File: config.mk
export PLATFORM = sky130hd
export DESIGN_NAME = pmem_access_timer
export DESIGN_NICKNAME = d
export VERILOG_FILES = /design/src/hw/pmem_access_timer.sv
export SDC_FILE = /design/constraint.sdc
export NUM_CORES = 1
export LEC_CHECK = 0
export BUFFER_PORTS_ARGS = -buffer_cell sky130_fd_sc_hd__buf_2
export CELL_PAD_IN_SITES_DETAIL_PLACEMENT = 0
export CELL_PAD_IN_SITES_GLOBAL_PLACEMENT = 2
export CORE_AREA = 2 2 39 41
export CTS_BUF_LIST = sky130_fd_sc_hd__clkbuf_8
export CTS_CLUSTER_SIZE = 28
export DETAILED_ROUTE_END_ITERATION = 12
export DIE_AREA = 0 0 41 43
export GPL_TIMING_DRIVEN = 0
export PLACE_DENSITY = 0.5
export SYNTH_ARGS = -nofsm -noshare
export SYNTH_HDL_FRONTEND = slang
export SYNTH_SLANG_ARGS = --single-unit
File: constraint.sdc
create_clock -name bus_clk -period 1.5 [get_ports bus_clk]
set_input_delay 0.075 -clock bus_clk [delete_from_list [all_inputs] [get_ports bus_clk]]
set_output_delay 0.075 -clock bus_clk [all_outputs]
set_load 0.01 [all_outputs]
File: src/hw/pmem_access_timer.sv
`timescale 1ns/1ps

module pmem_access_timer #(
    parameter int CNT_W = 2
) (
    input  logic             bus_clk,
    input  logic             rst_n,
    input  logic             start,
    input  logic [CNT_W-1:0] count,
    output logic             busy,
    output logic             done
);

    logic [CNT_W-1:0] cnt_q;

    always_ff @(posedge bus_clk or negedge rst_n) begin
        if (!rst_n) begin
            cnt_q <= '0;
        end else if (start) begin
            cnt_q <= count;
        end else if (cnt_q != '0) begin
            cnt_q <= cnt_q - 1'b1;
        end
    end

    assign busy = (cnt_q != '0);

    // last counted cycle, the counter hits zero at its end.
    assign done = (cnt_q == CNT_W'(1));

    a_no_restart: assert property (
        @(posedge bus_clk) disable iff (!rst_n) start |-> !busy
    );

endmodule

==> impl_metrics.py, run 1 <==
metrics = {
    "run_status": {
        "status": "complete, no violations",
    },
    "cts": {
        "cts_tree": "yes",
        "cts.path.max_buffers": 2,
        "cts_hold_buf": 1,
        "cts_made_buffers": 3,
        "cts_sinks": 2,
        "clk_pin_slew_ns": 0.03,
        "cts_setup_buffers": 0,
        "root_buffer": "clkbuf_8",
        "cts.repair.resized": 0,
        "htreeDepth": 1,
        "clk_latency_ns": 0.21,
    },
    "worst_hold_path": {
        "hold_start": "count[0]",
        "hold_end": "cnt_q[0]",
        "hp-class": "in -> reg",
        "hold_depth": 3,
    },
    "critical_path": {
        "critPathMostFrequentCell": "inv_1",
        "regToRegStartpoint": "cnt_q[0]",
        "end_kind": "primary output",
        "path_max_fanout": 4,
        "max_stage_delay_ns": 0.39,
        "worst_ep_required_time_ns": 1.42,
        "path_cells": "inv_1 -> ha_1 -> inv_1 -> buf_2",
        "path_class": "reg -> out",
        "worstPathArrival_ns": 1.06,
        "crit_slowest_cell": "dfrtp_1",
        "regToRegEndpoint": "cnt_q[1]",
        "start_kind": "flop",
        "worst_r2r_path_depth": 4,
        "rrSetupSlack_ns": 0.40,
    },
    "synth": {
        "synth.distinct_cells": 8,
        "syn-instance-count": 14,
        "synth_area_leader_cell": "dfrtp_1",
        "synth_top_area_share_pct": 37.7,
        "ys_seq_area_share_pct": 37.7,
        "syn_area_um2": 133,
        "ys_warn_count": 0,
        "syn_nets": 21,
        "synth.avg_cell_area_um2": 9.47,
        "ys_seq_elements": 2,
        "ys_top_cells_by_area": "dfrtp_1, ha_1, nor2b_1",
    },
    "timing": {
        "setup_tns_ns": 0,
        "rsz0062_at_grt": "false",
        "report.final.slew_viol_count": 0,
        "final-hold-violation-count": 0,
        "period_share_pct": 75.4,
        "fin_crit_ns": 1.13,
        "setup_viol": 0,
        "worst_pin_slew_ns": 0.164,
        "max_slew_margin_pct": 89.0,
        "postLayoutSetupSlackWorst_ns": 0.369,
        "maxClockFrequency_mhz": 884,
        "skew_ns": 0.00173,
    },
    "cells_and_area": {
        "drive_above_1_share_pct": 41.7,
        "fin_area_um2": 234,
        "largest_register_ffs": 2,
        "syn_to_final_growth_pct": 76.4,
        "final_nets": 33,
        "num-fill-cells": 158,
        "top_regs": "cnt_q x2",
        "antennaDiodeCount": 0,
        "utilization_pct": 16.9,
        "top_register": "cnt_q",
    },
    "routing": {
        "drc": 0,
        "vias": 115,
        "drt_iter0_markers": 4,
        "first_pass_iters": 4,
        "wl_um": 278,
        "via_per_inst": 2.88,
        "detail_route.wl_per_cell_um": 6.95,
        "final_antenna_net_count": 0,
    },
    "place": {
        "dp_hpwl_um": 203,
        "numPortBuffers": 6,
        "place_area_um2": 183,
        "dpl_worst_slack_ns": 0.394,
        "gp_congestion": 0.552,
    },
    "global_route": {
        "grt_pass1_vias": 121,
        "grt_max_degree": 5,
        "antenna_found_initial": 0,
        "grt_overflow_total": 0,
        "grt_use_total_pct": 5.42,
        "grt_pass1_wl_um": 517,
    },
    "flow_run": {
        "drv_cap": 0,
    },
    "power_and_ir_drop": {
        "peakVddDrop_uv": 276,
        "p_leak_nw": 0.121,
        "powerDensity_nw_per_um2": 1710,
    },
    "die": {
        "ioPinCount": 7,
        "dieHeight_um": 43,
        "rows": 14,
        "die-area_um2": 1760,
        "start_util_pct": 9.58,
        "coreArea_um2": 1380,
        "chipWidth_um": 41,
    },
}
[cell families (layout without fill, tap and decap cells)]
logic type | count (synthesis) | after routing | share of synthesized area (%)
flip-flops | 2 | 2 | 37.7
adder cells (fa/ha/maj) | 2 | 2 | 18.9
AND/OR/NAND/NOR | 4 | 4 | 15.1
XOR/XNOR | 1 | 1 | 6.60
buffers and inverters | 3 | 13 | 8.49
AO/OA/AOI/OAI | 2 | 2 | 13.2
[Yosys cell counts]
library cell and count:
ha_1 2, nand2_1 2, nor2b_1 2, o31ai_2 1
o21ai_0 1, dfrtp_1 2, inv_1 3, xor2_1 1
[power breakdown]
group | internal [mW] | switching, mW | leakage, nW
logic | 0.0529 | 0.0561 | 0.0753
registers | 0.0697 | 0.0106 | 0.0238
clock network | 0.170 | 0.0417 | 0.0216
total | 0.292 | 0.108 | 0.121
[cell usage in the layout (no fill, tap or decap), drive strengths merged]
master	Yosys	routed
dfrtp	2	2
inv	3	3
o21ai	1	1
xor2	1	1
nor2b	2	2
dlygate4sd3	0	1
ha	2	2
nand2	2	2
o31ai	1	1
buf	0	6
clkbuf	0	3
[per-stage QoR]
| stage | cells | hold WS [ns] | total power, mW |
|---|---|---|---|
| after global placement | 36 | -0.136 | 0.186 |
| after global routing | 40 | 0.105 | 0.442 |
| after floorplan | 14 | -0.221 | 0.157 |
| final | 40 | 0.0723 | 0.401 |
| after detailed placement | 36 | -0.133 | 0.187 |
| after CTS | 40 | 0.0717 | 0.406 |
[how the worst max path moves through the flow]
stage | start | to | depth (start not counted)
final | cnt_q[0] | busy | 4
after global routing | cnt_q[0] | cnt_q[1] | 4
after CTS | cnt_q[0] | busy | 4
after detailed placement | cnt_q[0] | cnt_q[1] | 4
after global placement | cnt_q[0] | cnt_q[1] | 4
after floorplan | cnt_q[0] | cnt_q[1] | 4
[metal layers]
layer	track usage [%]	share of wire [%]
met1	6.75	49
met2	3.75	26
met3	3.14	17
met4	10.0	7.9
met5	0	0
[worst max-delay path: cells and delay by family, from the launching register on]
kind / cells / cell delay (ns)
buf+inv: 3 / 0.25
flops: 1 / 0.39
fa+ha+maj: 1 / 0.21
[cell type report]
class                           count  area (µm²)  share of cell area (%)
Multi-Input combinational cell      9        71.3                    30.5
Sequential cell                     2        50.0                    21.4
Tap cell                           16        20.0                    8.56
Timing Repair Buffer                7        40.0                    17.1
Clock buffer                        3        41.3                    17.6
Inverter                            3        11.3                    4.81
(Power assumes the default switching activity.)
==> run 2: changes to the inputs <==
--- a/config.mk
+++ b/config.mk
@@ -14,7 +14,7 @@
 export DETAILED_ROUTE_END_ITERATION = 12
 export DIE_AREA = 0 0 41 43
 export GPL_TIMING_DRIVEN = 0
-export PLACE_DENSITY = 0.5
+export PLACE_DENSITY = 0.51
 export SYNTH_ARGS = -nofsm -noshare
 export SYNTH_HDL_FRONTEND = slang
 export SYNTH_SLANG_ARGS = --single-unit
==> constraint.sdc (replaced) <==
create_clock -name bus_clk -period 1 [get_ports bus_clk]
set_input_delay 0.05 -clock bus_clk [delete_from_list [all_inputs] [get_ports bus_clk]]
set_output_delay 0.05 -clock bus_clk [all_outputs]
set_load 0.01 [all_outputs]
==> impl_metrics.py, run 2 (same netlist as run 1, synthesis figures left out) <==
metrics = {
    "cts": {
        "clk_latency_ns": 0.21,
        "cts_made_buffers": 3,
        "clk_pin_slew_ns": 0.03,
        "cts_sinks": 2,
        "htreeDepth": 1,
        "cts.path.max_buffers": 2,
        "root_buffer": "clkbuf_8",
        "cts_tree": "yes",
    },
    "worst_hold_path": {
        "hold_start": "count[1]",
        "hold_depth": 3,
        "hp-class": "in -> reg",
        "hold_end": "cnt_q[1]",
    },
    "routing": {
        "detail_route.wl_per_cell_um": 8.09,
        "first_pass_iters": 2,
        "via_per_inst": 3.11,
        "drc": 0,
        "wl_um": 356,
        "wl_met3_um": 51,
        "m1WireLength_um": 164,
        "wl_met2_um": 140,
        "drt_iter0_markers": 2,
        "vias": 137,
        "topRoutingLayerUsed": "met3",
        "final_antenna_net_count": 0,
    },
    "die": {
        "ioPinCount": 7,
        "die-area_um2": 1760,
        "start_util_pct": 9.58,
        "coreArea_um2": 1380,
        "dieHeight_um": 43,
        "rows": 14,
        "chipWidth_um": 41,
    },
    "global_route": {
        "grt_pass1_vias": 154,
        "grt_use_total_pct": 6.53,
        "antenna_found_initial": 0,
        "grt_max_degree": 5,
        "grt_overflow_total": 0,
        "grt_pass1_wl_um": 621,
    },
    "cells_and_area": {
        "top_regs": "cnt_q x2",
        "top_register": "cnt_q",
        "drive_above_1_share_pct": 75.0,
        "largest_register_ffs": 2,
        "final_cell_mix": "buf_2, buf_6, inv_2, clkbuf_8",
        "syn_to_final_growth_pct": 144,
        "final_nets": 37,
        "antennaDiodeCount": 0,
    },
    "critical_path": {
        "regToRegStartpoint": "cnt_q[1]",
        "worst_ep_required_time_ns": 0.95,
        "end_kind": "primary output",
        "path_class": "reg -> out",
        "rrSetupSlack_ns": -0.04,
        "worst_r2r_path_depth": 4,
        "start_kind": "flop",
        "worstPathArrival_ns": 1.01,
        "path_max_fanout": 2,
        "regToRegEndpoint": "cnt_q[1]",
    },
    "power_and_ir_drop": {
        "peakVddDrop_uv": 739,
        "power_mw": 0.836,
        "p_leak_nw": 0.153,
        "powerDensity_nw_per_um2": 2580,
    },
    "timing": {
        "period_share_pct": 106,
        "rsz0062_at_grt": "true",
        "fin_crit_ns": 1.06,
        "skew_ns": 0.00210,
        "report.final.slew_viol_count": 0,
        "worst_pin_slew_ns": 0.177,
        "setup_tns_ns": -0.139,
        "final-hold-violation-count": 0,
        "postLayoutSetupSlackWorst_ns": -0.0578,
        "setup_viol": 3,
        "maxClockFrequency_mhz": 945,
        "max_slew_margin_pct": 88.2,
    },
    "run_status": {
        "status": "finished with violations",
        "violations": "negative setup slack",
    },
    "flow_run": {
        "drv_cap": 0,
    },
    "place": {
        "gp_congestion": 0.562,
        "numPortBuffers": 6,
        "dp_hpwl_um": 218,
    },
}
## run 2: how the worst max path moves through the flow
stage	endpoint	cells past startpoint	start
global placement	cnt_q[1]	4	cnt_q[0]
global route	done	4	cnt_q[1]
floorplan	cnt_q[1]	4	cnt_q[0]
CTS	done	3	cnt_q[0]
detailed placement	cnt_q[1]	4	cnt_q[0]
finish	done	4	cnt_q[1]
## run 2: power breakdown
group          switching, mW  internal, mW
clock network         0.0576         0.254
registers             0.0180         0.105
logic                  0.158         0.244
## run 2: repair_timing
action / in CTS / in global routing
buffers inserted: 4 / 0
pin swaps: 1 / 2
gates resized for setup: 9 / 7
setup endpoints to repair: 3 / 4
hold buffers: 1 / 0
endpoints found under the hold margin: 2 / 0
## run 2: layout make-up
class                           instances  area (µm²)
Clock buffer                            3        41.3
Inverter                                3        11.3
Fill cell                             155        1060
Multi-Input combinational cell          9         111
Tap cell                               16        20.0
Timing Repair Buffer                   11        90.1
Sequential cell                         2        50.0
## run 2: worst max-delay path: stages, from the launching register on
cell	delay, ns
dfrtp_1	0.35
inv_2	0.06
buf_4	0.14
ha_4	0.14
buf_6	0.11
## run 2: metal layers
| layer | vias to the layer above | track usage [%] |
|---|---|---|
| li1 | 71 | - |
| met1 | 57 | 7.07 |
| met2 | 9 | 5.94 |
| met3 | 0 | 7.85 |
| met4 | 0 | 6.00 |
| met5 | - | 0 |
## run 2: per-stage QoR
step / std cells / util, % / area, µm² / hold slack, ns / setup slack [ns]
6_report: 44 / 23.4 / 324 / 0.0657 / -0.0578
2_1_floorplan: 14 / - / 133 / -0.246 / -0.0457
3_3_place_gp: 36 / 13.2 / 183 / -0.161 / -0.0823
3_5_place_dp: 36 / 13.2 / 183 / -0.159 / -0.141
4_1_cts: 44 / 21.0 / 290 / 0.0566 / -0.0987
5_1_grt: 44 / 23.4 / 324 / 0.0822 / -0.0884
==> run 3: changes to the inputs <==
--- a/config.mk
+++ b/config.mk
@@ -6,15 +6,13 @@
 export NUM_CORES = 1
 export LEC_CHECK = 0
 export BUFFER_PORTS_ARGS = -buffer_cell sky130_fd_sc_hd__buf_2
-export CELL_PAD_IN_SITES_DETAIL_PLACEMENT = 0
-export CELL_PAD_IN_SITES_GLOBAL_PLACEMENT = 2
 export CORE_AREA = 2 2 39 41
 export CTS_BUF_LIST = sky130_fd_sc_hd__clkbuf_8
 export CTS_CLUSTER_SIZE = 28
 export DETAILED_ROUTE_END_ITERATION = 12
 export DIE_AREA = 0 0 41 43
 export GPL_TIMING_DRIVEN = 0
-export PLACE_DENSITY = 0.51
+export PLACE_DENSITY = 0.38
 export SYNTH_ARGS = -nofsm -noshare
 export SYNTH_HDL_FRONTEND = slang
 export SYNTH_SLANG_ARGS = --single-unit
==> impl_metrics.py, run 3 (same netlist as run 1, synthesis figures left out) <==
metrics = {
    "run_status": {
        "status": "finished with violations",
        "violations": "negative setup slack",
    },
    "power_and_ir_drop": {
        "powerDensity_nw_per_um2": 2570,
        "peakVddDrop_uv": 1340,
        "power_mw": 0.872,
        "p_leak_nw": 0.163,
    },
    "global_route": {
        "grt_pass1_wl_um": 696,
        "grt_use_total_pct": 6.83,
        "grt_max_degree": 5,
        "grt_overflow_total": 0,
        "grt_pass1_vias": 163,
        "antenna_found_initial": 0,
    },
    "cts": {
        "htreeDepth": 1,
        "root_buffer": "clkbuf_8",
        "cts_sinks": 2,
        "cts_tree": "yes",
        "clk_pin_slew_ns": 0.03,
        "cts.path.max_buffers": 2,
        "cts_made_buffers": 3,
        "clk_latency_ns": 0.21,
    },
    "cells_and_area": {
        "largest_register_ffs": 2,
        "final_cell_mix": "buf_2, buf_6, buf_4",
        "top_register": "cnt_q",
        "utilization_pct": 24.5,
        "antennaDiodeCount": 0,
        "drive_above_1_share_pct": 76.7,
        "top_regs": "cnt_q x2",
        "final_nets": 39,
        "syn_to_final_growth_pct": 156,
        "fin_area_um2": 339,
        "final_cells": 46,
    },
    "timing": {
        "worst_pin_slew_ns": 0.169,
        "skew_ns": 0.00168,
        "final-hold-violation-count": 0,
        "max_slew_margin_pct": 88.7,
        "fin_crit_ns": 1.03,
        "report.final.slew_viol_count": 0,
        "period_share_pct": 103,
        "postLayoutSetupSlackWorst_ns": -0.0349,
        "setup_viol": 3,
        "maxClockFrequency_mhz": 966,
        "rsz0062_at_grt": "true",
    },
    "routing": {
        "via_per_inst": 3.28,
        "wl_um": 401,
        "drc": 0,
        "detail_route.wl_per_cell_um": 8.72,
        "first_pass_iters": 2,
        "vias": 151,
        "drt_iter0_markers": 1,
        "final_antenna_net_count": 0,
    },
    "worst_hold_path": {
        "hold_depth": 3,
        "hold_end": "cnt_q[0]",
        "hold_start": "count[0]",
        "hp-class": "in -> reg",
    },
    "critical_path": {
        "cp_top_family": "flip-flops",
        "path_max_fanout": 4,
        "crit_slowest_cell": "dfrtp_1",
        "start_kind": "flop",
        "rrSetupSlack_ns": -0.03,
        "regToRegStartpoint": "cnt_q[0]",
        "critical_path_buf_inv_count": 2,
        "max_stage_delay_ns": 0.38,
        "path_cells": "inv_2 -> ha_4 -> buf_4 -> nor2b_4 -> o31ai_2",
        "worst_ep_required_time_ns": 1.12,
        "worstPathArrival_ns": 1.15,
        "worst_r2r_path_depth": 5,
        "path_class": "reg -> reg",
        "regToRegEndpoint": "cnt_q[1]",
        "end_kind": "flop",
    },
    "place": {
        "gp_congestion": 0.553,
        "place_area_um2": 183,
        "placedCellCount": 36,
        "numPortBuffers": 6,
    },
    "die": {
        "die-area_um2": 1760,
        "dieHeight_um": 43,
        "rows": 14,
        "start_util_pct": 9.58,
        "ioPinCount": 7,
        "chipWidth_um": 41,
        "coreArea_um2": 1380,
    },
    "flow_run": {
        "drv_cap": 0,
    },
}
## run 3: changes by cell type in the layout (fill, tap and decap cells not counted), sizes merged
| cell | previous run | this run |
|---|---|---|
| buf | 10 | 12 |
## run 3: report_power, final
group	switching [mW]	leakage, nW	internal [mW]
sequential	0.0169	0.0238	0.105
clock	0.0592	0.0216	0.254
combinational	0.166	0.118	0.271
## run 3: routing by layer
layer,part of all wire [%],vias up,track usage [%]
met5,0,-,0
met4,3.7,0,8.00
met3,15,2,4.71
met2,42,10,6.56
met1,39,64,8.36
li1,-,75,-
## run 3: through the flow
stage / hold slack [ns] / TNS, ns / setup WS, ns
CTS: 0.0592 / -0.180 / -0.0811
finish: 0.0596 / -0.0919 / -0.0349
global route: 0.0801 / -0.231 / -0.0750
global placement: -0.161 / -0.0778 / -0.0723
detailed placement: -0.158 / -0.178 / -0.121
floorplan: -0.246 / -0.0457 / -0.0457
## run 3: cell type report
class	count	area (µm²)
clock buffer	3	41.3
fill	154	1040
inverter	3	11.3
multi-input combinational	9	111
sequential	2	50.0
tap	16	20.0
timing repair buffer	13	105
## run 3: worst max path at each step
| stage | from | endpoint | slack (ns) | cells after the start |
|---|---|---|---|---|
| after detailed placement | cnt_q[0] | cnt_q[1] | -0.12 | 4 |
| after global routing | cnt_q[0] | busy | -0.07 | 4 |
| final | cnt_q[0] | cnt_q[1] | -0.03 | 5 |
| after floorplan | cnt_q[0] | cnt_q[1] | -0.05 | 4 |
| after CTS | cnt_q[1] | cnt_q[1] | -0.08 | 4 |
| after global placement | cnt_q[0] | cnt_q[1] | -0.07 | 4 |
## run 3: worst min-delay path: stages
cell     delay, ns
buf_2         0.08
nand2_1       0.04
o21ai_1       0.06
## run 3: repair_timing
action	4_1_cts	5_1_grt
hold endpoints to repair	2	0
pin swaps	2	4
resized for setup	11	5
setup endpoints to repair	3	4
setup buffers	4	2
hold buffers	1	0
