--- src/hw/pmem_params.svh ---
`ifndef PMEM_PARAMS_SVH
`define PMEM_PARAMS_SVH

// number of independent banks on the bus.
`define PMEM_NUM_BANKS 4

// line index width within one bank, 512 lines.
`define PMEM_LINE_AW 9

// payload width of one bus beat.
`define PMEM_BEAT_W 64

// cycles the storage enable is held per access.
`define PMEM_ACCESS_CYCLES 3

// bus id of bank 0, bank i answers as this plus i.
`define PMEM_FIRST_BANK_ID 8

`endif

--- src/hw/pmem_pkg.sv ---
`include "pmem_params.svh"

package pmem_pkg;

    typedef logic [`PMEM_LINE_AW-1:0] line_addr_t;
    typedef logic [2*`PMEM_BEAT_W-1:0] line_t;
    typedef logic [`PMEM_BEAT_W-1:0] beat_data_t;
    typedef logic [3:0] bus_id_t;
    typedef logic [$clog2(`PMEM_NUM_BANKS)-1:0] bank_sel_t;

    typedef enum logic {
        OP_READ  = 1'b0,
        OP_WRITE = 1'b1
    } pmem_op_t;

    // one cycle on either bus.
    typedef struct packed {
        logic       valid;
        bank_sel_t  bank;
        logic       last;
        beat_data_t data;
    } beat_t;

    // sits in the low bits of a header beat.
    typedef struct packed {
        pmem_op_t   op;
        line_addr_t addr;
        bus_id_t    src;
    } hdr_t;

    typedef struct packed {
        pmem_op_t   op;
        line_addr_t addr;
        bus_id_t    src;
        line_t      wdata;
    } req_t;

    typedef enum logic [1:0] {
        IDLE,
        SETUP,
        ACCESS,
        HANDOFF
    } ctrl_state_t;

endpackage

--- src/hw/pmem_deser.sv ---
`timescale 1ns/1ps

module pmem_deser #(
    parameter int BANK_INDEX = 0
) (
    input  logic            bus_clk,
    input  logic            rst_n,
    input  pmem_pkg::beat_t bus_in,
    input  logic            done_req,
    output logic            free,
    output logic            req_valid,
    output pmem_pkg::req_t  req
);

    localparam int BW = $bits(pmem_pkg::beat_data_t);

    logic           take;
    logic           mid_q;
    logic           half_q;
    pmem_pkg::hdr_t hdr;

    assign take = bus_in.valid && (bus_in.bank == pmem_pkg::bank_sel_t'(BANK_INDEX));
    assign hdr  = pmem_pkg::hdr_t'(bus_in.data[$bits(pmem_pkg::hdr_t)-1:0]);

    // mid_q is set between a write header and its last data beat.
    always_ff @(posedge bus_clk or negedge rst_n) begin
        if (!rst_n) begin
            free      <= 1'b1;
            mid_q     <= 1'b0;
            half_q    <= 1'b0;
            req_valid <= 1'b0;
        end else begin
            req_valid <= 1'b0;
            if (done_req) begin
                free <= 1'b1;
            end
            if (take) begin
                if (!mid_q) begin
                    free <= 1'b0;
                    if (bus_in.last) begin
                        req_valid <= 1'b1;
                    end else begin
                        mid_q  <= 1'b1;
                        half_q <= 1'b0;
                    end
                end else begin
                    half_q <= 1'b1;
                    if (bus_in.last) begin
                        mid_q     <= 1'b0;
                        req_valid <= 1'b1;
                    end
                end
            end
        end
    end

    always_ff @(posedge bus_clk) begin
        if (take && !mid_q) begin
            req.op   <= hdr.op;
            req.addr <= hdr.addr;
            req.src  <= hdr.src;
        end
        // low half arrives first.
        if (take && mid_q) begin
            if (!half_q) begin
                req.wdata[BW-1:0] <= bus_in.data;
            end else begin
                req.wdata[2*BW-1:BW] <= bus_in.data;
            end
        end
    end

    a_no_beat_while_busy: assert property (
        @(posedge bus_clk) disable iff (!rst_n) take |-> (free || mid_q)
    );

endmodule

--- config.mk ---
export PLATFORM = sky130hd
export DESIGN_NAME = pmem_deser
export DESIGN_NICKNAME = d
export VERILOG_FILES = /design/src/hw/pmem_pkg.sv /design/src/hw/pmem_deser.sv
export VERILOG_INCLUDE_DIRS = /design/src /design/src/hw
export SDC_FILE = /design/constraint.sdc
export NUM_CORES = 1
export LEC_CHECK = 0
export ABC_CLOCK_PERIOD_IN_PS = 5200
export BUFFER_PORTS_ARGS = -buffer_cell sky130_fd_sc_hd__buf_2
export CORE_ASPECT_RATIO = 1.5
export CORE_MARGIN = 5
export CORE_UTILIZATION = 40
export DETAILED_ROUTE_END_ITERATION = 10
export PLACE_DENSITY = 0.8
export SLEW_MARGIN = 20
export SYNTH_ARGS = -nofsm -noshare
export SYNTH_HDL_FRONTEND = slang
export SYNTH_SLANG_ARGS = --single-unit
--- constraint.sdc ---
create_clock -name bus_clk -period 5.2 [get_ports bus_clk]
set_clock_uncertainty 0.1 [all_clocks]
set_input_delay 0.52 -clock bus_clk [delete_from_list [all_inputs] [get_ports bus_clk]]
set_output_delay 0.52 -clock bus_clk [all_outputs]
set_load 0.005 [all_outputs]
==> results.md, run 1 <==
Pwr:
- Dividing total power by cell area gives a power density of 432 nW/µm².
- Summed over all nets, the switching power comes to 515 µW.
- The worst-case IR drop observed on VDD is 0.237 mV.
- Of the total power, registers draw 0.478.
- The internal portion of the total power is 2.26 mW.
- The total power is 2.78 mW.
- The share of total power dissipated in combinational logic is 0.029.
- The net switching share of the total power is 0.185.
- The clock group share of total power is 0.492.
- Summed over all cells, the static leakage comes to 2.55 nW.

Worst setup path:
- The family with the most delay on the worst path is simple AND/OR/NAND/NOR gates.
- Traced cell by cell, the critical path runs through buf_2 > or3b_4 > nor2_2.
- The launch instance of the worst register-to-register path is mid_q.
- The worst setup path is captured at a flop.
- At the worst endpoint, the arrival time is 1.67 ns.
- Together, buffers and inverters on the worst path number 1.
- In this run the worst path has a maximum fanout of 14.
- The worst register-to-register path has a setup slack of 3.58 ns.
- STA puts the critical path data required time at 5.13 ns.
- The slowest library cell on the worst path is sky130_fd_sc_hd__nor2_2.
- The classification of the worst setup path is in2reg.
- Counting cells, the worst reg-to-reg path comes to 3.
- The stage delay of the slowest cell on the critical path is 0.60 ns.
- The endpoint identified for the worst register-to-register timing path is req[43].
- STA classifies the critical path startpoint as a primary input.

Hold path:
- The path class of the lowest-slack min-delay path is in2reg.
- The count of cells along the worst hold path is 1.
- The path with the worst hold slack has its endpoint at req[119].
- In this run the most critical hold path is launched from bus_in[55].

Yosys:
- The synthesized netlist occupies a cell area of 4440 µm².
- The cell type with the largest total area after synthesis is sky130_fd_sc_hd__edfxtp_1.
- The count of flip-flops with a built-in enable after synthesis is 142.
- By instance count, the leading cell after synthesis is sky130_fd_sc_hd__edfxtp_1.
- The main flop type after synthesis is sky130_fd_sc_hd__edfxtp_1.
- The number of nets handed over by synthesis was 230.
- The mean area per synthesized cell is 27.9 µm².
- Counting flops with an async set or reset pin after synthesis yields a share of 0.0274.
- Yosys mapped the design onto 13 distinct sky130hd cell types.
- The synthesized instance count is 159.
- By area the synthesized netlist is led by sky130_fd_sc_hd__edfxtp_1 96%, sky130_fd_sc_hd__dfrtp_1 1.7%, sky130_fd_sc_hd__dfstp_2 0.59%.
- The sequential area share after synthesis is 0.983.
- After synthesis the netlist holds a flip-flop and latch count of 146.
- For this run, the number of Yosys warnings is 0.
- The area fraction of the dominant cell type after synthesis is 0.960.
- Counting instances in the post-synthesis netlist gives the leading cell types as 142 x sky130_fd_sc_hd__edfxtp_1, 3 x sky130_fd_sc_hd__dfrtp_1, 2 x sky130_fd_sc_hd__inv_1, 2 x sky130_fd_sc_hd__nor2_1, 2 x sky130_fd_sc_hd__nor3_1.

CTS:
- The tree is rooted in a sky130_fd_sc_hd__clkbuf_16.
- Counting along the longest clock path gives a buffer depth of 2.
- The later pin in the worst-skew pair is clocked with a latency of 0.40 ns.
- The number of buffers created by CTS is 17.
- The CTS tree is built.
- After clock tree synthesis, the flow added hold-fix buffers numbering 1.
- The register clock-pin slew on the reported worst setup and hold paths is 0.06 ns.
- The number of H-tree branching levels is 4.
- The count of instances resized after the clock tree is built is 0.
- Post-CTS timing repair inserted 0 buffers for setup.
- The count of clock tree sinks is 146.

Die:
- The floorplan has 47 rows.
- For this design the top-level I/O count stands at 215.
- The floorplan step defined a die boundary enclosing 13400 µm².
- The initial utilization of the core area, before any placement, comes to 0.406.
- The vertical die dimension is 139 µm.
- The die span in x is 96.1 µm.
- The floorplan step defined a core boundary enclosing 10900 µm².

Cells and area:
- The layout net count is 468.
- The fill cell total of the finished layout is 842.
- The area growth from synthesis to layout is 44.7%.
- The fraction of final layout cells with drive strength greater than 1 is 0.620.
- The number of antenna diodes is 0.

Timing:
- Setup repair after global routing left no endpoint under its margin.
- The final setup violation count is 0.
- The total negative slack for setup checks is 0 ns.
- The slew at the pin closest to its max-slew limit is 0.758 ns.
- In this run the tightest slew margin relative to its limit is 0.494.
- The highest clock frequency the design can meet is 573 MHz.
- The final period utilization is 0.336.
- The max-slew violation count was 0.
- The worst hold margin is 0.205 ns.
- For the finished layout, the period the worst path requires is 1.75 ns.
- The final hold violation count is 0.

Status:
- The flow ran to the end, and the final reports show no timing, DRC or antenna violations.

GRT:
- Entering global routing, the biggest net connects 34 pins.
- The first global-routing pass estimated 14.3 mm of wire.
- The number of global-route vias before repair is 2679.
- The initial antenna violation count is 0.
- The residual overflow from global routing is 0.
- The combined global-route utilization of all metal layers is 0.148.

Route:
- For this block, the initial DRC count from the detailed router was 105.
- The routed design has 9.74 mm of wire.
- For this run, design rule violations remaining after detail routing come to 0.
- The post-detailed-route count of antenna-violating nets is 0.
- The routed layout has 2469 vias.
- Dividing the detail-routed via count by the number of cells gives 4.43.
- Dividing the detail-routed wire length by the instance count gives 17.5 µm.
- The first detailed-routing pass took 4 iterations.

Job:
- The tool flagged a number of max-cap violations equal to 0.

Placement:
- The half-perimeter wire length of the detailed placement result is 7.11 mm.
- The count of buffers inserted at the top-level ports is 214.
- The congestion estimate from routability-driven global placement came to 0.726.
[power by group through the flow]
| stage | combinational, mW | sequential [mW] | clock (mW) |
|---|---|---|---|
| 5_1_grt | 0.0898 | 1.33 | 1.46 |
| 3_5_place_dp | 0.0822 | 1.35 | 0 |
| 4_1_cts | 0.0831 | 1.33 | 1.40 |
| 3_3_place_gp | 0.0776 | 1.35 | 0 |
| 6_report | 0.0808 | 1.33 | 1.37 |
| 2_1_floorplan | 0.0152 | 1.36 | 0 |
[layer usage]
| metal | track usage | vias up | routed length, µm |
|---|---|---|---|
| met4 | 0.0757 | 0 | 259 |
| met1 | 0.146 | 1185 | 3160 |
| met2 | 0.260 | 139 | 5450 |
| li1 | - | 1125 | - |
| met3 | 0.0559 | 20 | 863 |
| met5 | 0 | - | 0 |
[state kept, by name, summed over array words and instances (netlist names)]
signal and cells:
req 142, mid_q 1, half_q 1, req_valid 1, free 1
[cell type report]
cell class | count | area [µm²] | area share
inverters | 2 | 7.51 | 0.00117
multi-input cells | 11 | 82.6 | 0.0128
repair buffers | 219 | 1110 | 0.173
well taps | 147 | 184 | 0.0286
flip-flops and latches | 146 | 4370 | 0.679
clock buffers | 17 | 425 | 0.0662
clock inverters | 15 | 253 | 0.0393
[worst reg2reg max path, cell delays in order (launching register included)]
cell,delay (ns)
sky130_fd_sc_hd__dfrtp_1,0.38
sky130_fd_sc_hd__inv_1,0.11
sky130_fd_sc_hd__nor3_2,0.22
sky130_fd_sc_hd__buf_4,0.42
[cells by family (layout without fill, tap and decap cells)]
group                  count (synthesis)  count (layout)  share of synthesized area
AOI/OAI and AO/OA                      3               3                    0.00422
buffers and inverters                  2             253                    0.00169
and+or+nand+nor                        8               8                     0.0115
DFF                                  146             146                      0.983
[through the flow]
step,utilization,worst slack (ns),instances,area [µm²]
detailed placement,0.525,3.00,524,5740
CTS,0.588,3.43,557,6430
global placement,0.525,3.04,524,5740
floorplan,-,-0.752,159,4440
finish,0.588,3.45,557,6430
global route,0.588,3.39,557,6430
[worst max-delay path by stage]
stage               start       end  slack, ns  cells past startpoint
4_1_cts        bus_in[66]  req[139]       3.43                      3
3_5_place_dp   bus_in[66]  req[140]       3.00                      3
5_1_grt        bus_in[66]  req[135]       3.39                      3
3_3_place_gp   bus_in[66]  req[133]       3.04                      3
2_1_floorplan  bus_in[66]    req[0]      -0.75                      2
6_report       bus_in[66]  req[140]       3.45                      3
[cells in the final DEF (no fill, tap or decap), drive strengths merged]
| cell | count |
|---|---|
| nor4b | 1 |
| clkinv | 2 |
| o22ai | 1 |
| edfxtp | 142 |
| dfrtp | 3 |
| or3b | 1 |
| nor2 | 2 |
| nor3b | 1 |
| bufinv | 6 |
| dlygate4sd3 | 1 |
| inv | 6 |
| nor3 | 2 |
| clkinvlp | 3 |
| and2 | 1 |
| buf | 218 |
| a21oi | 1 |
| a21o | 1 |
| dfstp | 1 |
| clkbuf | 17 |
(Power assumes the default switching activity.)
==> run 2: changes to the inputs <==
- ABC_CLOCK_PERIOD_IN_PS: 5200 -> 1700
- PLACE_DENSITY: 0.8 -> 0.77
- clock period: 5.2 -> 1.7 ns (I/O delays scaled with it)
==> run 2 against run 1 <==
Against the previous run: first-iteration DRC count up 0.95%; count of clock-buffer cells in the layout unchanged; combinational power rose to 4.9 times the previous value; final area up 11%; non-clock buffer count up 71; total power rose to 3.0 times the previous value; clock power rose to 2.8 times the previous value; hold slack worse by 0.18 ns; final cell count up 13%; via count up 11%; wire length up 11%.
==> results.md, run 2 (synthesized netlist as in run 1, its figures left out) <==
Cells and area:
- The area added between synthesis and finish is 60.8%.
- The final standard cell area without fillers is 7140 µm² (+11%).
- The register bank with the most flops is req.
- The number of flip-flops in the largest register came to 142 (unchanged).
- The multi-input gate area in the final layout came to 95.1 µm² (+15%).
- The number of antenna diodes came to 0 (unchanged).
- The sequential cell area is 4370 µm² (unchanged).
- The library cells used most frequently in the layout, excluding fill and tap cells, are 214 x sky130_fd_sc_hd__buf_2, 142 x sky130_fd_sc_hd__edfxtp_1, 71 x sky130_fd_sc_hd__dlygate4sd3_1.
- The fill cell total of the finished layout is 760 (-9.7%).
- Leaving out fill and tap cells, the most frequent cell in the layout is sky130_fd_sc_hd__buf_2.
- The post-route non-filler standard cell count is 627 (+13%).
- The layout net count is 539 (+15%).
- The fraction of final layout cells with drive strength greater than 1 was 0.527 (-0.0924).

Pwr:
- The sequential cell fraction of total power came to 0.494 (+0.016).
- The leakage component of the power came to 2.85 nW (+12%).
- The reported net switching power is 1.53 mW (+200%).
- The net switching share of the total power is 0.186 (+0.000464).
- The peak supply drop is 0.795 mV (+240%).
- The clock group share of total power is 0.458 (-0.034).
- The power density over cell area came to 1150 nW/µm² (+170%).
- The total power came to 8.24 mW (+200%).
- The internal power is 6.71 mW (+200%).
- The combinational group share of total power is 0.048 (+0.019).

Worst setup path:
- The startpoint identified for the worst register-to-register timing path is mid_q.
- The setup path with the least slack is of type reg2reg.
- The depth of the worst register-to-register path is 3 (unchanged).
- The critical path startpoint category is a flop.
- The arrival time at the worst endpoint came to 1.50 ns (-0.17 ns).
- The maximum fanout count along the critical path came to 37 (+23).
- The worst setup slack for register-to-register paths is 0.19 ns (-3.39 ns).
- The worst setup path is captured at a flop.
- The critical path data required time was 1.69 ns (-3.44 ns).
- The endpoint identified for the worst register-to-register timing path is req[60].

CTS:
- The number of setup buffers added after CTS came to 0 (unchanged).
- The number of H-tree branching levels is 4 (unchanged).
- The count of instances resized after the clock tree is built is 0 (unchanged).
- CTS placed an instance of sky130_fd_sc_hd__clkbuf_16 at the clock tree root.
- The register clock-pin slew on the reported worst setup and hold paths came to 0.05 ns (about the same).
- The source-to-sink clock delay at the later pin of the worst-skew pair is 0.40 ns (about the same).
- The number of buffers created by CTS is 17 (unchanged).
- The number of buffers on the longest clock path was 2 (unchanged).
- The number of buffers inserted for hold repair after clock tree synthesis is 71 (+70).
- TritonCTS built the clock tree.
- The count of clock tree sinks is 146 (unchanged).

GRT:
- The first-pass GRT wire length is 15.7 mm (+9.3%).
- The initial antenna violation count was 0 (unchanged).
- The residual overflow from global routing is 0 (unchanged).
- The combined global-route utilization of all metal layers is 0.161 (+0.0134).
- The largest net degree at the start of global routing is 38 (+12%).
- The number of global-route vias before repair is 2905 (+8.4%).

Route:
- The total iterations of the first detailed-routing run was 4 (unchanged).
- The first-iteration detailed-routing DRC count came to 106 (+0.95%).
- The final routed wirelength across all metal layers was 10.8 mm (+11%).
- The post-detailed-route count of antenna-violating nets was 0 (unchanged).
- The via total after detailed routing is 2731 (+11%).
- The wire length per cell is 17.2 µm (-1.6%).
- The detail-routed via count per cell is 4.36 (-1.7%).
- The DRC violation count after routing is 0 (unchanged).

Timing:
- The final hold violation count is 0 (unchanged).
- The slew at the pin closest to its max-slew limit is 0.374 ns (-0.384 ns).
- Derived from the worst setup path, the maximum achievable clock frequency is 660 MHz.
- The max-slew violation count is 0 (unchanged).
- The worst hold margin was 0.0226 ns (-0.183 ns).
- The final setup violation count is 0 (unchanged).
- Setup repair after global routing left no endpoint under its margin.
- The worst path needs 1.51 ns of the cycle, external delays included.
- The final period utilization is 0.891.
- The worst slew margin relative to its limit is 0.747 (+0.253).

Die:
- The die span in x is 96.1 µm (unchanged).
- The cell row count is 47 (unchanged).
- The vertical die dimension is 139 µm (unchanged).
- The initial core utilization is 0.406 (unchanged).
- The area of the placeable core came to 10900 µm² (unchanged).
- The area enclosed by the die boundary is 13400 µm² (unchanged).
- The I/O pin total is 215 (unchanged).

Placement:
- The number of placed instances with taps included is 525 (+0.19%).
- The routability congestion estimate came to 0.721 (-0.76%).
- The half-perimeter wire length of the detailed placement result came to 7.09 mm (-0.23%).
- The count of buffers inserted at the top-level ports is 214 (unchanged).
- The placed instance area is 5820 µm² (+1.4%).

Hold path:
- The count of cells along the worst hold path is 3 (+2).
- The path class of the tightest hold or removal check is in2reg.
- The worst hold path begins at bus_in[66].
- For hold timing, the worst endpoint is half_q.

Status:
- The run finished with clean final reports.

Job:
- The max capacitance violation total is 0 (unchanged).
## run 2: cell types whose count changed in the layout (fill, tap and decap cells not counted), sizes merged
cell / before / now
clkinv: 2 / 7
clkinvlp: 3 / 1
buf: 218 / 219
dlygate4sd3: 1 / 71
bufinv: 6 / 4
inv: 6 / 4
## run 2: routing by layer
layer | vias up | wire length [µm] | share of wire | global-route usage
met5 | - | 0 | 0 | 0
met4 | 0 | 240 | 0.022 | 0.0682
met3 | 18 | 811 | 0.075 | 0.0592
met2 | 129 | 6090 | 0.56 | 0.287
met1 | 1313 | 3640 | 0.34 | 0.165
li1 | 1271 | - | - | -
## run 2: cell type report
type	count	share of cell area
clock inverter	14	0.0259
timing repair buffer	290	0.263
sequential	146	0.611
multi-input combinational	11	0.0133
inverter	2	0.00105
tap	147	0.0257
clock buffer	17	0.0595
## run 2: worst max path at each step
stage | startpoint | end | slack [ns] | depth (start not counted)
floorplan | bus_in[66] | req[0] | -0.96 | 2
global placement | bus_in[66] | req[60] | 0.04 | 4
detailed placement | bus_in[66] | req[113] | 0.02 | 4
CTS | mid_q | req[89] | 0.18 | 3
global route | mid_q | req[77] | 0.12 | 3
finish | mid_q | req[60] | 0.19 | 3
## run 2: power by group through the flow
stage / Clock, mW / Combinational (mW) / Sequential [mW]
final: 3.77 / 0.399 / 4.07
after global routing: 4.03 / 0.433 / 4.07
after CTS: 3.86 / 0.401 / 4.07
after detailed placement: 0 / 0.272 / 4.14
after global placement: 0 / 0.259 / 4.14
after floorplan: 0 / 0.0564 / 4.15
## run 2: critical path: stages, from the launching register on
cell,delay [ns]
sky130_fd_sc_hd__dfrtp_1,0.38
sky130_fd_sc_hd__inv_1,0.14
sky130_fd_sc_hd__nor3_4,0.30
sky130_fd_sc_hd__buf_12,0.26
## run 2: per-stage QoR
step | TNS (ns) | setup WS (ns) | utilization
after floorplan | -123.78 | -0.965 | -
after global placement | 0 | 0.0434 | 0.532
after detailed placement | 0 | 0.0153 | 0.532
after CTS | 0 | 0.180 | 0.653
after global routing | 0 | 0.119 | 0.653
final | 0 | 0.185 | 0.653
