==> src/hw/pmem_params.svh <==
`ifndef PMEM_PARAMS_SVH
`define PMEM_PARAMS_SVH

// number of independent banks on the bus.
`define PMEM_NUM_BANKS 4

// line index width within one bank, 512 lines.
`define PMEM_LINE_AW 9

// payload width of one bus beat.
`define PMEM_BEAT_W 64

// cycles the storage enable is held per access.
`define PMEM_ACCESS_CYCLES 3

// bus id of bank 0, bank i answers as this plus i.
`define PMEM_FIRST_BANK_ID 8

`endif

==> src/hw/pmem_pkg.sv <==
`include "pmem_params.svh"

package pmem_pkg;

    typedef logic [`PMEM_LINE_AW-1:0] line_addr_t;
    typedef logic [2*`PMEM_BEAT_W-1:0] line_t;
    typedef logic [`PMEM_BEAT_W-1:0] beat_data_t;
    typedef logic [3:0] bus_id_t;
    typedef logic [$clog2(`PMEM_NUM_BANKS)-1:0] bank_sel_t;

    typedef enum logic {
        OP_READ  = 1'b0,
        OP_WRITE = 1'b1
    } pmem_op_t;

    // one cycle on either bus.
    typedef struct packed {
        logic       valid;
        bank_sel_t  bank;
        logic       last;
        beat_data_t data;
    } beat_t;

    // sits in the low bits of a header beat.
    typedef struct packed {
        pmem_op_t   op;
        line_addr_t addr;
        bus_id_t    src;
    } hdr_t;

    typedef struct packed {
        pmem_op_t   op;
        line_addr_t addr;
        bus_id_t    src;
        line_t      wdata;
    } req_t;

    typedef enum logic [1:0] {
        IDLE,
        SETUP,
        ACCESS,
        HANDOFF
    } ctrl_state_t;

endpackage

==> src/hw/pmem_ser.sv <==
`timescale 1ns/1ps

`include "pmem_params.svh"

module pmem_ser #(
    parameter int BANK_INDEX = 0
) (
    input  logic                 bus_clk,
    input  logic                 rst_n,
    input  logic                 resp_valid,
    input  pmem_pkg::pmem_op_t   resp_op,
    input  pmem_pkg::line_addr_t resp_addr,
    input  pmem_pkg::bus_id_t    resp_src,
    input  pmem_pkg::line_t      resp_data,
    input  logic                 grant,
    input  logic                 ack,
    output logic                 idle,
    output logic                 req,
    output logic                 rel,
    output pmem_pkg::beat_t      beat
);

    localparam pmem_pkg::bus_id_t BANK_ID = pmem_pkg::bus_id_t'(`PMEM_FIRST_BANK_ID + BANK_INDEX);
    localparam int HW = $bits(pmem_pkg::hdr_t);
    localparam int IW = $bits(pmem_pkg::bus_id_t);

    typedef enum logic [1:0] {
        S_IDLE,
        S_SEND,
        S_WAIT,
        S_REL
    } ser_state_t;

    ser_state_t           state_q;
    logic [1:0]           idx_q;
    logic [1:0]           last_idx;
    pmem_pkg::pmem_op_t   op_q;
    pmem_pkg::line_addr_t addr_q;
    pmem_pkg::bus_id_t    dest_q;
    pmem_pkg::line_t      data_q;
    pmem_pkg::hdr_t       hdr;

    assign last_idx = (op_q == pmem_pkg::OP_READ) ? 2'd2 : 2'd0;

    always_ff @(posedge bus_clk or negedge rst_n) begin
        if (!rst_n) begin
            state_q <= S_IDLE;
            idx_q   <= '0;
        end else begin
            case (state_q)
                S_IDLE: begin
                    if (resp_valid) begin
                        state_q <= S_SEND;
                        idx_q   <= '0;
                    end
                end
                S_SEND: begin
                    if (grant) begin
                        if (idx_q == last_idx) begin
                            state_q <= S_WAIT;
                        end else begin
                            idx_q <= idx_q + 1'b1;
                        end
                    end
                end
                S_WAIT: begin
                    if (ack) begin
                        state_q <= S_REL;
                    end
                end
                default: begin
                    state_q <= S_IDLE;
                end
            endcase
        end
    end

    always_ff @(posedge bus_clk) begin
        if (state_q == S_IDLE && resp_valid) begin
            op_q   <= resp_op;
            addr_q <= resp_addr;
            dest_q <= resp_src;
            data_q <= resp_data;
        end
    end

    assign idle = (state_q == S_IDLE);
    assign req  = (state_q == S_SEND) || (state_q == S_WAIT);
    assign rel  = (state_q == S_REL);

    assign hdr.op   = op_q;
    assign hdr.addr = addr_q;
    assign hdr.src  = BANK_ID;

    // header beat carries the requester id just above the header fields.
    always_comb begin
        beat       = '0;
        beat.valid = (state_q == S_SEND) && grant;
        beat.bank  = pmem_pkg::bank_sel_t'(BANK_INDEX);
        beat.last  = (idx_q == last_idx);
        case (idx_q)
            2'd0: begin
                beat.data[HW-1:0]  = hdr;
                beat.data[HW+:IW]  = dest_q;
            end
            2'd1: beat.data = data_q[`PMEM_BEAT_W-1:0];
            default: beat.data = data_q[2*`PMEM_BEAT_W-1:`PMEM_BEAT_W];
        endcase
    end

    a_grant_needs_req: assert property (
        @(posedge bus_clk) disable iff (!rst_n) grant |-> req
    );

endmodule

==> config.mk <==
export PLATFORM = sky130hd
export DESIGN_NAME = pmem_ser
export DESIGN_NICKNAME = d
export VERILOG_FILES = /design/src/hw/pmem_pkg.sv /design/src/hw/pmem_ser.sv
export VERILOG_INCLUDE_DIRS = /design/src /design/src/hw
export SDC_FILE = /design/constraint.sdc
export NUM_CORES = 1
export LEC_CHECK = 0
export BUFFER_PORTS_ARGS = -buffer_cell sky130_fd_sc_hd__buf_2
export CAP_MARGIN = 10
export CORE_MARGIN = 2
export CORE_UTILIZATION = 40
export DETAILED_ROUTE_END_ITERATION = 8
export PLACE_DENSITY = 0.69
export RECOVER_POWER = 50
export SLEW_MARGIN = 40
export SYNTH_ARGS = -nofsm -noshare
export SYNTH_HDL_FRONTEND = slang
export SYNTH_SLANG_ARGS = --single-unit
==> constraint.sdc <==
create_clock -name bus_clk -period 5.6 [get_ports bus_clk]
set_clock_uncertainty 0.2 [all_clocks]
set_input_delay 0.84 -clock bus_clk [delete_from_list [all_inputs] [get_ports bus_clk]]
set_output_delay 0.84 -clock bus_clk [all_outputs]
set_load 0.02 [all_outputs]
==> results of run 1 <==
-- layout make-up --
cell class              instances  area (sq um)  share of cell area, %
flip-flops and latches        146          4360                   59.4
repair buffers                220          1140                   15.6
multi-input cells             165          1040                   14.1
clock buffers                  19           433                   5.89
well taps                     176           220                   3.00
clock inverters                13           119                   1.62
inverters                       8          30.0                  0.409
diodes                          2          5.00                 0.0681
-- cells by family (layout without fill, tap and decap cells) --
family / after synthesis / in the layout
adder cells (fa/ha/maj): 7 / 7
other: 1 / 4
flip-flops: 146 / 146
XOR/XNOR: 1 / 1
AO/OA/AOI/OAI: 72 / 72
multiplexers: 2 / 2
AND/OR/NAND/NOR: 81 / 81
buffers and inverters: 28 / 260
-- sequential cells by signal (all words and copies together) (netlist names) --
name	flops
op_q	1
idx_q	2
dest_q	4
data_q	128
state_q	2
addr_q	9
-- metal layers --
| metal | wire, um | vias up |
|---|---|---|
| met5 | 0 | - |
| met4 | 225 | 0 |
| met3 | 1160 | 16 |
| met2 | 5800 | 157 |
| met1 | 4510 | 1621 |
| li1 | - | 1715 |
-- synth_stat cells (2+ instances only) --
cell type	instances
clkbuf_1	9
inv_1	7
edfxtp_1	142
ha_1	7
and2_1	2
o21ai_0	25
a22o_1	26
buf_4	2
dfrtp_1	4
nor2_1	2
buf_2	9
nand2_1	52
nand2b_1	23
a22oi_1	14
-- path summary, 6_finish.rpt --
| path | endpoint | depth (start not counted) |
|---|---|---|
| max | beat[34] | 7 |
| min | idx_q[0]$_DFFE_PN0P_ | 1 |
| max reg2reg | data_q[78]$_DFFE_PP_ | 4 |
| min reg2reg | idx_q[0]$_DFFE_PN0P_ | 1 |
| max in group asynchronous | state_q[1]$_DFFE_PN0P_ | 1 |
| min in group bus_clk | data_q[91]$_DFFE_PP_ | 1 |
-- power breakdown --
part	internal (uW)	switching (uW)
logic	470	886
clock network	645	410
registers	1460	60.1
-- metrics by stage --
step	power [uW]	setup slack (ns)	std cells	instance area [sq um]
after floorplan	2470	0.754	339	5510
after global placement	2860	2.39	713	6760
after detailed placement	2930	2.53	715	6810
after CTS	4000	2.07	747	7360
after global routing	4140	1.95	747	7350
final	3930	2.16	749	7350
-- worst register-to-register path, stage by stage, from the launching register on --
cell,delay (ns)
dfrtp_1,0.41
inv_1,0.12
ha_1,0.27
and2_4,0.63
buf_4,0.68
==> reports/metrics.cfg, run 1 <==
[synth]
synth-simple-area-share_pct = 6.75
async_flop_share_pct = 2.74
synth_compound_area_share_pct = 9.50
synth_adder_area_share_pct = 1.59
syn-cell-area_sq_um = 5510
ys.flop_type = edfxtp_1
synth_area_leaders = edfxtp_1 (77%), a22o_1 (4.1%), nand2_1 (3.5%), nand2b_1 (2.6%), o21ai_0 (2.3%)
synth_edf_count = 142
synth_cells = 338
synth_top_cell_by_area = edfxtp_1
syn_area_per_cell_sq_um = 16.3
synth.distinct_cells = 28
synth_top_area_share_pct = 77.4
yosys_warnings = 0
synth_top_family_by_area = compound AO/OA/AOI/OAI gates
synth.yosys.seq_area_share_pct = 79.2
ys_seq_elements = 146
synthMuxAreaShare_pct = 0.454
yosys.area_share.xor_xnor_pct = 0.159

[critical_path]
worstPathArrival_ns = 2.40
crit_required_ns = 4.56
worstSetupPathType = register to primary output
r2r_start = state_q[0]$_DFFE_PN0P_
startpoint_type = register
cp-end-kind = primary output
path_delay_family = buffers and inverters
startpoint = idx_q[1]$_DFFE_PN0P_
cp_cell_sequence = inv_1 > ha_4 > buf_12 > nor2_4 > buf_16 > a22o_1 > buf_2
ff2ff_setup_slack_ns = 2.88
path_max_fanout = 50
cpPeakStageDelay_ns = 0.43
path_buf_inv = 4
slowest_stage = nor2_4

[cts]
clk_latency_ns = 0.41
cts_tree = done
clk_pin_slew_ns = 0.05
root_buffer = clkbuf_16
clockBufferDepth = 2
cts_setup_buffers = 0
ctsResizeCount = 0
hold_buffers = 0
clock-sinks = 146
cts_max_level = 4
cts_buffers = 17

[route]
wl_per_cell_um = 15.6
first_pass_iters = 4
drt_iter0_markers = 205
drc = 0
routed_wl_um = 11700
ant_nets = 0
viasPerCell = 4.68
dr_total_vias = 3509

[global_routing]
grtUsageMet1_pct = 18.3
gr-total-overflow = 0
grt_pass1_wl_um = 17700
grt_max_degree = 56
grt_pass1_vias = 3561
busiest_layer = met2
grtUsageMet3_pct = 7.38
antenna_found_initial = 2
use_met2_pct = 26.8
grt_usage_pct = 16.3

[sta]
fin_crit_ns = 3.44
rsz0062_at_grt = no
worstMarginPinSlew_ns = 0.693
period_share_pct = 61.5
drv_slew = 0
setup_viol = 0
fin_hold_ws_ns = 0.0549
fmax_ghz = 0.290
relSlewSlack_pct = 53.8
setup_tns_ns = 0
hold_viol = 0

[pwr]
peakVddDrop_mv = 0.242
leakagePower_uw = 0.00300
p_per_area_nw_per_um2 = 534

[min_path]
hold_class = input pin to async pin

[floorplanning]
rows = 42
die_x_um = 121
initial_core_util_pct = 41.3
design.die.area_sq_um = 14700
core_area_sq_um = 13300
io_pins = 218
die_y_um = 121

[job]
max_cap_viol_count = 0

[status]
outcome = complete, no violations

[layout]
final_common_cell = buf_2
syn2layout_area_growth_pct = 33.5
fillCellCount = 1118
layout_common_cells = buf_2 (213), edfxtp_1 (142), nand2_1 (52)
layout-drive-gt1-share_pct = 43.4
final_nets = 712
final_core_util_pct = 55.1

[place]
port_buffers = 215
gp_congestion = 0.781
dp_hpwl_um = 8140

Power figures use the tool's default switching activity.
==> run 2: changes to the inputs <==
--- a/config.mk
+++ b/config.mk
@@ -11,7 +11,7 @@
 export CORE_MARGIN = 2
 export CORE_UTILIZATION = 40
 export DETAILED_ROUTE_END_ITERATION = 8
-export PLACE_DENSITY = 0.69
+export PLACE_DENSITY = 0.71
 export RECOVER_POWER = 50
 export SLEW_MARGIN = 40
 export SYNTH_ARGS = -nofsm -noshare
==> constraint.sdc (replaced) <==
create_clock -name bus_clk -period 2.8 [get_ports bus_clk]
set_clock_uncertainty 0.2 [all_clocks]
set_input_delay 0.42 -clock bus_clk [delete_from_list [all_inputs] [get_ports bus_clk]]
set_output_delay 0.42 -clock bus_clk [all_outputs]
set_load 0.02 [all_outputs]
==> reports/metrics.cfg, run 2 (synthesized netlist as in run 1, its figures left out) <==
[status]
outcome = complete, no violations

[sta]
fin_hold_ws_ns = 0.191
fin_crit_ns = 2.66
relSlewSlack_pct = 38.3
period_share_pct = 95.0
drv_slew = 0
setup_viol = 0
setup_slack_ns = 0.141
rsz0062_at_grt = no
hold_viol = 0
fmax_ghz = 0.376
worstMarginPinSlew_ns = 0.925
setup_tns_ns = 0

[cts]
cts_buffers = 17
cts_tree = done
clk_latency_ns = 0.41
clk_pin_slew_ns = 0.06
clockBufferDepth = 2
cts_max_level = 4
clock-sinks = 146
root_buffer = clkbuf_16

[layout]
largest_reg_flops = 128
layout_common_cells = buf_2 (203), dlygate4sd3_1 (143), edfxtp_1 (142)
layout-drive-gt1-share_pct = 34.5
top_register = data_q
multi_input_area_sq_um = 1040
fin_cells = 894
diodes = 0
reg_top3 = data_q (128), addr_q (9), dest_q (4)
final_common_cell = buf_2
syn2layout_area_growth_pct = 59.8
final_core_util_pct = 66.0
regArea_sq_um = 4360
final_nets = 859
fillCellCount = 932

[critical_path]
slowest_stage = dfrtp_1
path_max_fanout = 24
cpPeakStageDelay_ns = 0.44
crit_required_ns = 2.18
worstSetupPathType = register to primary output
cp_cell_sequence = inv_1 > ha_1 > buf_4 > nand2b_1 > o21ai_0 > buf_2
startpoint_type = register
ff2ff_setup_slack_ns = 0.34
cp-end-kind = primary output
reg2reg_depth = 4
worstPathArrival_ns = 2.04

[place]
dp.cells = 718
place_ws_ns = 0.529
dp_hpwl_um = 8370
gp_congestion = 0.758
port_buffers = 215

[min_path]
hold_class = input pin to async pin

[global_routing]
grt_pass1_vias = 4673
grt_usage_pct = 21.0
antenna_found_initial = 0
grt_max_degree = 75
grt_pass1_wl_um = 23200
gr-total-overflow = 0

[pwr]
peakVddDrop_mv = 0.531
leakagePower_uw = 0.00359
p_per_area_nw_per_um2 = 929

[route]
drc = 0
wl_per_cell_um = 17.0
drt_iter0_markers = 316
viasPerCell = 4.81
dr_total_vias = 4297
ant_nets = 0
routed_wl_um = 15200
first_pass_iters = 4

[floorplanning]
die_y_um = 121
core_area_sq_um = 13300
rows = 42
design.die.area_sq_um = 14700
initial_core_util_pct = 41.3
io_pins = 218
die_x_um = 121

[job]
max_cap_viol_count = 0

==> run 2: cell count changes in the layout (fill, tap and decap cells not counted), moves of 3 or more <==
cell / delta
clkinvlp_4: +3
clkinv_1: -3
buf_2: -10
dlygate4sd3_1: +143
clkbuf_1: +7
==> run 2: stage by stage <==
stage | area (sq um) | total power (uW)
5_1_grt | 8800 | 8600
2_1_floorplan | 5510 | 4880
3_3_place_gp | 6830 | 5830
4_1_cts | 8830 | 8210
6_report | 8800 | 8170
3_5_place_dp | 6830 | 5910
==> run 2: critical path, delay by kind of cell (launching register included) <==
| family | cells | cell delay, ns |
|---|---|---|
| and+or+nand+nor | 1 | 0.16 |
| buffers and inverters | 3 | 0.54 |
| AOI/OAI and AO/OA | 1 | 0.22 |
| DFF | 1 | 0.44 |
| adders and majority gates | 1 | 0.27 |
==> run 2: path summary, 6_finish.rpt <==
kind / end / start
setup reg to reg: data_q[47]$_DFFE_PP_ / state_q[0]$_DFFE_PN0P_
hold reg to reg: state_q[1]$_DFFE_PN0P_ / state_q[1]$_DFFE_PN0P_
hold / removal: idx_q[0]$_DFFE_PN0P_ / rst_n
min in group bus_clk: idx_q[1]$_DFFE_PN0P_ / grant
setup / recovery: beat[49] / idx_q[0]$_DFFE_PN0P_
max in group asynchronous: idx_q[1]$_DFFE_PN0P_ / rst_n
==> run 2: routing by layer <==
| metal | vias to the layer above | global-route usage, % | share of wire [%] |
|---|---|---|---|
| li1 | 2005 | - | - |
| met1 | 2074 | 22.3 | 38 |
| met2 | 192 | 39.0 | 54 |
| met3 | 26 | 5.64 | 6.2 |
| met4 | 0 | 8.41 | 2.0 |
| met5 | - | 0 | 0 |
==> run 2: repair_timing <==
item,in CTS,in global routing
buffers inserted,0,1
setup endpoints to repair,0,36
endpoints found under the hold margin,146,0
gates resized for setup,0,2
hold buffers,143,0
==> run 2: power breakdown <==
part	total [uW]	internal, uW	leakage [uW]	switching [uW]
clock	2140	1230	0.000263	908
sequential	3050	2910	0.00136	138
combinational	2990	1100	0.00197	1890
==> run 2: layout make-up <==
class	count	share of cell area (%)
Timing Repair Buffer	367	29.4
Inverter	8	0.341
Clock buffer	17	4.83
Sequential cell	146	49.6
Clock inverter	15	1.55
Tap cell	176	2.50
Multi-Input combinational cell	165	11.8
==> run 3: changes to the inputs <==
--- a/config.mk
+++ b/config.mk
@@ -10,6 +10,7 @@
 export CAP_MARGIN = 10
 export CORE_MARGIN = 2
 export CORE_UTILIZATION = 40
+export CTS_BUF_LIST = sky130_fd_sc_hd__clkbuf_8
 export DETAILED_ROUTE_END_ITERATION = 8
 export PLACE_DENSITY = 0.71
 export RECOVER_POWER = 50
==> reports/metrics.cfg, run 3 (synthesized netlist as in run 1, its figures left out) <==
[sta]
worstMarginPinSlew_ns = 0.900
hold_viol = 0
period_share_pct = 93.6
rsz0062_at_grt = no
setup_tns_ns = 0
drv_slew = 0
fmax_ghz = 0.382
fin_crit_ns = 2.62
setup_viol = 0
relSlewSlack_pct = 40.0

[cts]
root_buffer = clkbuf_8
cts_max_level = 4
clk_latency_ns = 0.44
cts_buffers = 17
clk_pin_slew_ns = 0.08
cts_tree = done
clock-sinks = 146
clockBufferDepth = 2

[floorplanning]
die_x_um = 121
io_pins = 218
rows = 42
core_area_sq_um = 13300
initial_core_util_pct = 41.3
die_y_um = 121
design.die.area_sq_um = 14700

[layout]
reg_top3 = data_q (128), addr_q (9), dest_q (4)
final_common_cell = buf_2
final_nets = 859
largest_reg_flops = 128
layout_common_cells = buf_2 (202), dlygate4sd3_1 (143), edfxtp_1 (142)
final_area_sq_um = 8620
syn2layout_area_growth_pct = 56.5
layout-drive-gt1-share_pct = 34.7
top_register = data_q

[route]
ant_nets = 0
viasPerCell = 4.69
drt_iter0_markers = 308
dr_total_vias = 4206
routed_wl_um = 14800
drc = 0
wl_per_cell_um = 16.6
first_pass_iters = 4

[global_routing]
grt_usage_pct = 20.1
grt_max_degree = 75
antenna_found_initial = 0
grt_pass1_vias = 4588
grt_pass1_wl_um = 22100
gr-total-overflow = 0

[pwr]
peakVddDrop_mv = 0.899
p_per_area_nw_per_um2 = 877
leakagePower_uw = 0.00350

[critical_path]
slowest_stage = dfrtp_2
cpPeakStageDelay_ns = 0.42
path_buf_inv = 3
cp_cell_sequence = inv_1 > ha_1 > buf_4 > nand2b_1 > o21ai_0 > buf_2
cp-end-kind = primary output
path_max_fanout = 24
startpoint_type = register
path_delay_family = buffers and inverters
worstPathArrival_ns = 2.00
worstSetupPathType = register to primary output
crit_required_ns = 2.18

[place]
placed_cell_area_sq_um = 6830
gp_congestion = 0.758
port_buffers = 215
dp_hpwl_um = 8370

[status]
outcome = complete, no violations

[job]
max_cap_viol_count = 0

[min_path]
hold_class = input pin to async pin

==> run 3: cell count changes in the layout (fill, tap and decap cells not counted), sizes merged <==
cell / before / now
buf: 211 / 210
clkbuf: 30 / 31
diode: 0 / 2
==> run 3: routing by layer <==
layer,track usage [%],wire [um],vias up
li1,-,-,2006
met4,6.82,203,0
met5,0,0,-
met3,6.95,1000,19
met2,36.9,7860,184
met1,21.5,5770,1997
==> run 3: cell type report <==
cell class	count	area, sq um
Fill cell	939	4730
Antenna cell	2	5.00
Multi-Input combinational cell	165	1040
Clock buffer	17	234
Inverter	8	30.0
Timing Repair Buffer	367	2590
Tap cell	176	220
Clock inverter	15	136
Sequential cell	146	4370
==> run 3: path summary, 6_finish.rpt <==
| kind | from | endpoint | slack [ns] | cells past startpoint |
|---|---|---|---|---|
| setup reg to reg | state_q[0]$_DFFE_PN0P_ | data_q[56]$_DFFE_PP_ | 0.32 | 4 |
| hold reg to reg | idx_q[0]$_DFFE_PN0P_ | idx_q[0]$_DFFE_PN0P_ | 0.37 | 1 |
| setup / recovery | idx_q[0]$_DFFE_PN0P_ | beat[29] | 0.18 | 6 |
| min in group bus_clk | ack | state_q[0]$_DFFE_PN0P_ | 0.26 | 3 |
| hold / removal | rst_n | idx_q[0]$_DFFE_PN0P_ | 0.15 | 2 |
| max in group asynchronous | rst_n | idx_q[0]$_DFFE_PN0P_ | 2.02 | 2 |
==> run 3: power by group <==
part           internal [uW]  switching, uW
clock                    708            830
combinational           1100           1880
sequential              2910            133
total                   4720           2850
==> run 3: through the flow <==
step | std cells | worst slack, ns | hold WS [ns] | total power, uW | utilization (%)
after floorplan | 339 | 0.256 | -0.0756 | 4880 | -
after global placement | 718 | 0.590 | 0.0334 | 5830 | 51.2
after detailed placement | 718 | 0.529 | 0.0384 | 5910 | 51.2
after CTS | 893 | 0.0163 | 0.0750 | 7600 | 64.7
after global routing | 894 | 0.00977 | 0.159 | 7980 | 64.6
final | 896 | 0.179 | 0.153 | 7570 | 64.6
==> run 3: repair_timing <==
action | CTS | global route
hold endpoints to repair | 146 | 0
hold buffers | 143 | 0
setup endpoints to repair | 0 | 41
gates resized for setup | 0 | 3
setup buffers | 0 | 1
